**src/design/cryptoWrite_params.svh**
```systemverilog
`ifndef CRYPTO_WRITE_PARAMS_SVH
`define CRYPTO_WRITE_PARAMS_SVH

// Width of the bus write data and of every accelerator register
`define CW_DATA_WIDTH 128

// Register offsets, compared on HADDR[11:0]
`define CW_KEY_OFFSET 12'h080

`define CW_NONCE_OFFSET 12'h100

`define CW_DEST_OFFSET 12'h180

`define CW_TEXT_OFFSET 12'h200

// Job queue entries
`define CW_FIFO_DEPTH 4

`endif
```
**src/design/cryptoPkg.sv**
```systemverilog
`include "cryptoWrite_params.svh"

package cryptoPkg;

    // Register addressed by an accepted transfer
    typedef enum logic [2:0] {
        KEY, NONCE, DEST, TEXT, NONE
    } regTargetType;

    // One encryption job as seen by the cipher core
    typedef struct packed {
        logic [`CW_DATA_WIDTH-1:0] key;
        logic [`CW_DATA_WIDTH-1:0] nonce;
        logic [`CW_DATA_WIDTH-1:0] destination;
        logic [`CW_DATA_WIDTH-1:0] plainText;
    } cryptoJobType;

endpackage

```
**src/design/ahbPkg.sv**
```systemverilog
package ahbPkg;

    import cryptoPkg::*;

    // HTRANS encodings
    typedef enum logic [1:0] {
        IDLE = 2'b00, BUSY = 2'b01, NONSEQ = 2'b10, SEQ = 2'b11
    } htransType;

    // HBURST encodings
    typedef enum logic [2:0] {
        SINGLE, INCR, WRAP4, INCR4, WRAP8, INCR8, WRAP16, INCR16
    } hburstType;

    // Decoded address phase handed to the data phase
    typedef struct packed {
        regTargetType target;
        logic         errorFlag;
        logic         textWrite;
    } addrCmdType;

endpackage

```
**src/design/ahbCryptoWriteTop.sv**
```systemverilog
`timescale 1ns/1ps
`include "cryptoWrite_params.svh"

module ahbCryptoWriteTop
    import ahbPkg::*, cryptoPkg::*;
(
    input  logic                      HCLK,
    input  logic                      HRESETn,
    input  logic                      HSEL,
    input  logic [31:0]               HADDR,
    input  logic                      HWRITE,
    input  htransType                 HTRANS,
    input  hburstType                 HBURST,
    input  logic                      HREADY,
    input  logic [`CW_DATA_WIDTH-1:0] HWDATA,
    input  logic                      jobReady,
    output logic                      HREADYOUT,
    output logic                      HRESP,
    output cryptoJobType              job,
    output logic                      jobValid
);

    // Address phase to data phase
    addrCmdType   cmd;
    logic         cmdValid;
    logic         cmdReady;

    // Data phase to job queue
    cryptoJobType pushJob;
    logic         pushValid;
    logic         pushReady;

    ahbAddrPhase uAddrPhase (
        .HCLK     (HCLK),
        .HRESETn  (HRESETn),
        .HSEL     (HSEL),
        .HADDR    (HADDR),
        .HWRITE   (HWRITE),
        .HTRANS   (HTRANS),
        .HBURST   (HBURST),
        .HREADY   (HREADY),
        .cmdReady (cmdReady),
        .cmd      (cmd),
        .cmdValid (cmdValid)
    );

    cryptoRegWrite uRegWrite (
        .HCLK      (HCLK),
        .HRESETn   (HRESETn),
        .cmd       (cmd),
        .cmdValid  (cmdValid),
        .HWDATA    (HWDATA),
        .pushReady (pushReady),
        .cmdReady  (cmdReady),
        .HREADYOUT (HREADYOUT),
        .HRESP     (HRESP),
        .pushJob   (pushJob),
        .pushValid (pushValid)
    );

    jobFifo uJobFifo (
        .HCLK      (HCLK),
        .HRESETn   (HRESETn),
        .pushJob   (pushJob),
        .pushValid (pushValid),
        .jobReady  (jobReady),
        .pushReady (pushReady),
        .job       (job),
        .jobValid  (jobValid)
    );

endmodule

```
**src/design/jobFifo.sv**
```systemverilog
`timescale 1ns/1ps
`include "cryptoWrite_params.svh"

module jobFifo
    import cryptoPkg::*;
(
    input  logic         HCLK,
    input  logic         HRESETn,
    input  cryptoJobType pushJob,
    input  logic         pushValid,
    input  logic         jobReady,
    output logic         pushReady,
    output cryptoJobType job,
    output logic         jobValid
);

    localparam int PTR_W = $clog2(`CW_FIFO_DEPTH);
    localparam logic [PTR_W-1:0] LAST_PTR = PTR_W'(`CW_FIFO_DEPTH - 1);
    localparam logic [PTR_W:0] FULL_COUNT = (PTR_W + 1)'(`CW_FIFO_DEPTH);

    cryptoJobType     mem [`CW_FIFO_DEPTH];
    logic [PTR_W-1:0] wrPtr;
    logic [PTR_W-1:0] rdPtr;
    logic [PTR_W:0]   count;
    logic             doPush;
    logic             doPop;

    assign jobValid  = (count != '0);
    assign job       = mem[rdPtr];
    // A pop in the same cycle frees a slot in a full buffer
    assign pushReady = (count != FULL_COUNT) || jobReady;
    assign doPush    = pushValid && pushReady;
    assign doPop     = jobValid && jobReady;

    always_ff @(posedge HCLK)
    begin
        if (doPush)
            mem[wrPtr] <= pushJob;
    end

    always_ff @(posedge HCLK or negedge HRESETn)
    begin
        if (!HRESETn)
        begin
            wrPtr <= '0;
            rdPtr <= '0;
            count <= '0;
        end
        else
        begin
            if (doPush)
                wrPtr <= (wrPtr == LAST_PTR) ? '0 : wrPtr + 1'b1;
            if (doPop)
                rdPtr <= (rdPtr == LAST_PTR) ? '0 : rdPtr + 1'b1;
            if (doPush && !doPop)
                count <= count + 1'b1;
            else if (doPop && !doPush)
                count <= count - 1'b1;
        end
    end

endmodule

```
**src/design/cryptoRegWrite.sv**
```systemverilog
`timescale 1ns/1ps
`include "cryptoWrite_params.svh"

module cryptoRegWrite
    import ahbPkg::*, cryptoPkg::*;
(
    input  logic                      HCLK,
    input  logic                      HRESETn,
    input  addrCmdType                cmd,
    input  logic                      cmdValid,
    input  logic [`CW_DATA_WIDTH-1:0] HWDATA,
    input  logic                      pushReady,
    output logic                      cmdReady,
    output logic                      HREADYOUT,
    output logic                      HRESP,
    output cryptoJobType              pushJob,
    output logic                      pushValid
);

    // Second state only used for the closing cycle of an ERROR response
    typedef enum logic {
        DATA_FIRST,
        ERROR_LAST
    } dataStateType;

    dataStateType dataState;
    cryptoJobType regs;
    logic         writeDone;

    // Data phase response
    always_comb
    begin
        HREADYOUT = 1'b1;
        HRESP     = 1'b0;
        pushValid = 1'b0;
        if (cmdValid)
        begin
            if (cmd.errorFlag)
            begin
                HRESP     = 1'b1;
                HREADYOUT = (dataState == ERROR_LAST);
            end
            else if (cmd.textWrite)
            begin
                // Wait states until the queue has room
                pushValid = 1'b1;
                HREADYOUT = pushReady;
            end
        end
    end

    // Idle or in the last cycle of a data phase
    assign cmdReady  = HREADYOUT;
    assign writeDone = cmdValid && !cmd.errorFlag && HREADYOUT;

    // Job snapshot takes the incoming text, not the stored one
    always_comb
    begin
        pushJob           = regs;
        pushJob.plainText = HWDATA;
    end

    always_ff @(posedge HCLK or negedge HRESETn)
    begin
        if (!HRESETn)
            dataState <= DATA_FIRST;
        else if (cmdValid && cmd.errorFlag && (dataState == DATA_FIRST))
            dataState <= ERROR_LAST;
        else
            dataState <= DATA_FIRST;
    end

    always_ff @(posedge HCLK or negedge HRESETn)
    begin
        if (!HRESETn)
        begin
            regs <= '0;
        end
        else if (writeDone)
        begin
            case (cmd.target)
                KEY:     regs.key <= HWDATA;
                NONCE:   regs.nonce <= HWDATA;
                DEST:    regs.destination <= HWDATA;
                TEXT:    regs.plainText <= HWDATA;
                default: regs <= regs;
            endcase
        end
    end

endmodule

```
**src/design/ahbAddrPhase.sv**
```systemverilog
`timescale 1ns/1ps
`include "cryptoWrite_params.svh"

module ahbAddrPhase
    import ahbPkg::*, cryptoPkg::*;
(
    input  logic        HCLK,
    input  logic        HRESETn,
    input  logic        HSEL,
    input  logic [31:0] HADDR,
    input  logic        HWRITE,
    input  htransType   HTRANS,
    input  hburstType   HBURST,
    input  logic        HREADY,
    input  logic        cmdReady,
    output addrCmdType  cmd,
    output logic        cmdValid
);

    regTargetType target;
    logic         singleMisuse;
    logic         accept;
    addrCmdType   nextCmd;

    // Only the low 12 address bits select a register
    always_comb
    begin
        case (HADDR[11:0])
            `CW_KEY_OFFSET:   target = KEY;
            `CW_NONCE_OFFSET: target = NONCE;
            `CW_DEST_OFFSET:  target = DEST;
            `CW_TEXT_OFFSET:  target = TEXT;
            default:          target = NONE;
        endcase
    end

    // BUSY or SEQ make no sense without a burst
    assign singleMisuse = (HBURST == SINGLE) && ((HTRANS == BUSY) || (HTRANS == SEQ));

    // BUSY inside a real burst and IDLE are silently ignored
    assign accept = HSEL && HREADY
                 && ((HTRANS == NONSEQ) || (HTRANS == SEQ) || singleMisuse);

    always_comb
    begin
        nextCmd.target    = target;
        nextCmd.errorFlag = !HWRITE || singleMisuse || (target == NONE);
        nextCmd.textWrite = (target == TEXT) && !nextCmd.errorFlag;
    end

    // One-entry holding register, freed when the data phase ends
    always_ff @(posedge HCLK or negedge HRESETn)
    begin
        if (!HRESETn)
            cmdValid <= 1'b0;
        else if (accept)
            cmdValid <= 1'b1;
        else if (cmdReady)
            cmdValid <= 1'b0;
    end

    always_ff @(posedge HCLK)
    begin
        if (accept)
            cmd <= nextCmd;
    end

endmodule

```
**config.mk**
```make
export PLATFORM = sky130hd
export DESIGN_NAME = ahbCryptoWriteTop
export DESIGN_NICKNAME = d
export VERILOG_FILES = /design/src/design/cryptoPkg.sv /design/src/design/ahbPkg.sv /design/src/design/ahbCryptoWriteTop.sv /design/src/design/jobFifo.sv /design/src/design/cryptoRegWrite.sv /design/src/design/ahbAddrPhase.sv
export VERILOG_INCLUDE_DIRS = /design/src /design/src/design
export SDC_FILE = /design/constraint.sdc
export NUM_CORES = 2
export LEC_CHECK = 0
export ABC_AREA = 1
export BUFFER_PORTS_ARGS = -buffer_cell sky130_fd_sc_hd__clkbuf_2
export CORE_MARGIN = 2
export CORE_UTILIZATION = 26
export DETAILED_ROUTE_END_ITERATION = 8
export PLACE_DENSITY_LB_ADDON = 0.12
export SLEW_MARGIN = 20
export SYNTH_ARGS = -nofsm -noshare
export SYNTH_HDL_FRONTEND = slang
export SYNTH_HIERARCHICAL = 1
export SYNTH_SLANG_ARGS = --single-unit
export TNS_END_PERCENT = 50
```
**constraint.sdc**
```tcl
create_clock -name HCLK -period 38.4 [get_ports HCLK]
set_input_delay 5.76 -clock HCLK [delete_from_list [all_inputs] [get_ports HCLK]]
set_output_delay 5.76 -clock HCLK [all_outputs]
set_load 0.005 [all_outputs]
```
==> reports/results.tsv <==
metric	value	unit
Syn Inst Count	7902	
most common cell after layout, fill and taps aside	edfxtp_1	
Global Route met1 Usage	19.5	%
CTS tree	built	
DR DRC count	0	
status	completed	
P per Cell Area	71.5	nW/um^2
final WL	283	mm
critical path fanouts, max	4	
share of the yosys chip area belonging to registers	73.7	%
via density per instance	4.28	
Die Ht	615	um
RSZ-0062 raised after global routing	false	
Crit path buffers/inverters	2	
# Max-Cap Violations	0	
Max clock buf depth	4	
Max Clk Rate	80.6	MHz
hold endpoint	uRegWrite/dataState	
Hold Vio Cnt, Final	0	
Final Max Tran Viols	0	
pin count of the biggest net entering global routing	242	
H-Tree Depth	5	
CTS root buf	clkbuf_16	
CP arrival	6.65	ns
clock sinks	2446	
Cell variety after synth	27	
Total GRT Usage	14.6	%
most frequent cells in the layout	edfxtp_1 (2,053), nand2_1 (1,827), inv_1 (1,054)	
synthesized cell area	96900	um^2
Area Growth Syn to Fin	17.5	%
HPWL Detailed	165	mm
RR Startpoint	uAddrPhase/cmd[1]	
worst hold margin	0.408	ns
GR Util met3	2.58	%
Pre-antenna DRT Iters	5	
Post-CTS Setup Bufs	0	
CP endpoint kind	output port	
Synth Register Bits	2446	
DIE WIDTH	615	um
Fillers	37682	
WL per Instance	20.8	um
Tightest Hold Check Type	reg2reg	
routability cong.	0.717	
CP max-delay cell	nor2_1	
Setup TNS Final	0	ns
Slew @ Worst Pin	1.07	ns
final setup fails	0	
Reg2Reg Depth	11	
final net count	8550	
fin worst setup slack	25.99	ns
CP Class	in2out	
relative slew slack	28.3	%
period utilization	32.3	%
initial antenna violation count	8	
cell family with most CP delay	simple AND/OR/NAND/NOR gates	
remaining antenna violation count	0	
# rows	224	
Resized Gates After CTS	0	
slowest cell delay on critical path	0.25	ns
first-pass GRT wire length	411	mm
busiest grt layer	met2	
FF-to-FF End	uJobFifo/mem[0][281]	
reg2reg setup slack	31.48	ns
Post-Syn Area per Cell	12.3	um^2
share of cells above drive strength 1	14.1	%
Clock Skew	0.0414	ns
clk_lat worst skew	0.90	ns
I/O Buffers	665	
Hold Buf Count CTS	0	
Die ar.	378000	um^2
Pleak	45.9	nW
CP Launch Type	input pin	
Crit path required time	32.64	ns
final core occ	30.6	%
Initial DRC Count	3717	
cts bufs inserted	295	
VDD IR max	0.0000609	V
Min-Delay Path Depth	1	
Syn Nets	8080	
PnR Total Power	0.00815	W
total grt overflow	0	
vias in the first global route	56164	
Place WS	25.85	ns
core area	372000	um^2
Synth warnings	6	
min Tclk post-route	12.41	ns
min-delay src	uRegWrite/dataState	
routed vias	58263	
M2 GR Usage	24.6	%
Initial Utilization	26.1	%
crit-path cells	clkbuf_2 > nor2_1 > nand2_1 > nor2_1 > a31oi_1 > clkbuf_2	
Setup crit start	jobReady	
# IOs	686	
CTS clock-pin slew for the worst setup and hold paths	0.05	ns
## power by group
group / switching (W) / internal, W
Clock: 0.00115 / 0.00163
Combinational: 0.00149 / 0.000640
Sequential: 0.000122 / 0.00312
Total: 0.00276 / 0.00539
## cell usage after synthesis (all sizes together)
cell type,instances,share of area (%)
o21ai,513,2.6
nand4,1,0.0065
nand2,1834,7.1
a31oi,1,0.0065
o211ai,512,4.0
buf,529,3.3
a21oi,512,2.6
edfxtp,2053,64
clkinv,1,0.0039
nor2,28,0.12
nand3b,1,0.0077
nand3,393,2.0
clkbuf,68,0.27
xnor2,1,0.0090
dfrtp,393,10
inv,1055,4.1
fa,1,0.021
ha,6,0.077
## flip-flops by register name, summed over array words and instances (netlist names)
signal and flops:
uAddrPhase/cmdValid 1, uRegWrite/pushJob 384, uAddrPhase/cmd 5, uRegWrite/dataState 1, uJobFifo/rdPtr 2, uJobFifo/count 3, uJobFifo/mem 2048, uJobFifo/wrPtr 2
## through the flow
stage	instances	area [um^2]
after floorplan	7902	96900
after global routing	13592	114000
final	13597	114000
after global placement	13046	104000
after CTS	13589	114000
after detailed placement	13047	104000
## metal layers
layer / routed length [um] / part of all wire (%) / vias to the layer above
met5: 30 / 0.011 / -
met4: 5790 / 2.0 / 4
met3: 11800 / 4.2 / 352
met2: 137000 / 48 / 978
met1: 128000 / 45 / 29009
li1: - / - / 27920
## cell type report
class                   count  area (um^2)  area share, %
flip-flops and latches   2446        71500           62.8
multi-input cells        3803        18200           15.9
clock buffers             431         8320           7.30
well taps                4972         6220           5.46
repair buffers            770         4350           3.82
inverters                1056         3960           3.48
clock inverters           111         1390           1.22
diodes                      8         20.0         0.0176
## worst register-to-register path, cell delays in order, from the launching register on
cell and delay, ns:
edfxtp_1 0.39, clkinv_1 0.08, nand2_1 0.09, nor2_1 0.21
nand2_1 0.33, nor2_4 0.67, buf_4 0.88, buf_4 0.82
buf_4 0.64, buf_4 0.78, buf_4 0.73, buf_4 0.86
## worst max path at each step
| stage | end | slack [ns] | cells past startpoint |
|---|---|---|---|
| 2_1_floorplan | uJobFifo/mem[0][0] | 9.79 | 4 |
| 3_3_place_gp | uJobFifo/mem[0][282] | 25.75 | 11 |
| 3_5_place_dp | uJobFifo/mem[0][281] | 25.85 | 11 |
| 4_1_cts | HREADYOUT | 25.96 | 6 |
| 5_1_grt | job[182] | 25.84 | 8 |
| 6_report | HREADYOUT | 25.99 | 6 |
## cell families (layout without fill, tap and decap cells)
logic type / Yosys count / count (layout) / share of synthesized area (%)
AOI/OAI and AO/OA: 1538 / 1538 / 9.26
other: 0 / 8 / 0
adders and majority gates: 7 / 7 / 0.0981
and+or+nand+nor: 2257 / 2257 / 9.28
buffers and inverters: 1653 / 2368 / 7.62
DFF: 2446 / 2446 / 73.7
xor gates and xnor gates: 1 / 1 / 0.00904
Power figures use the tool's default switching activity.
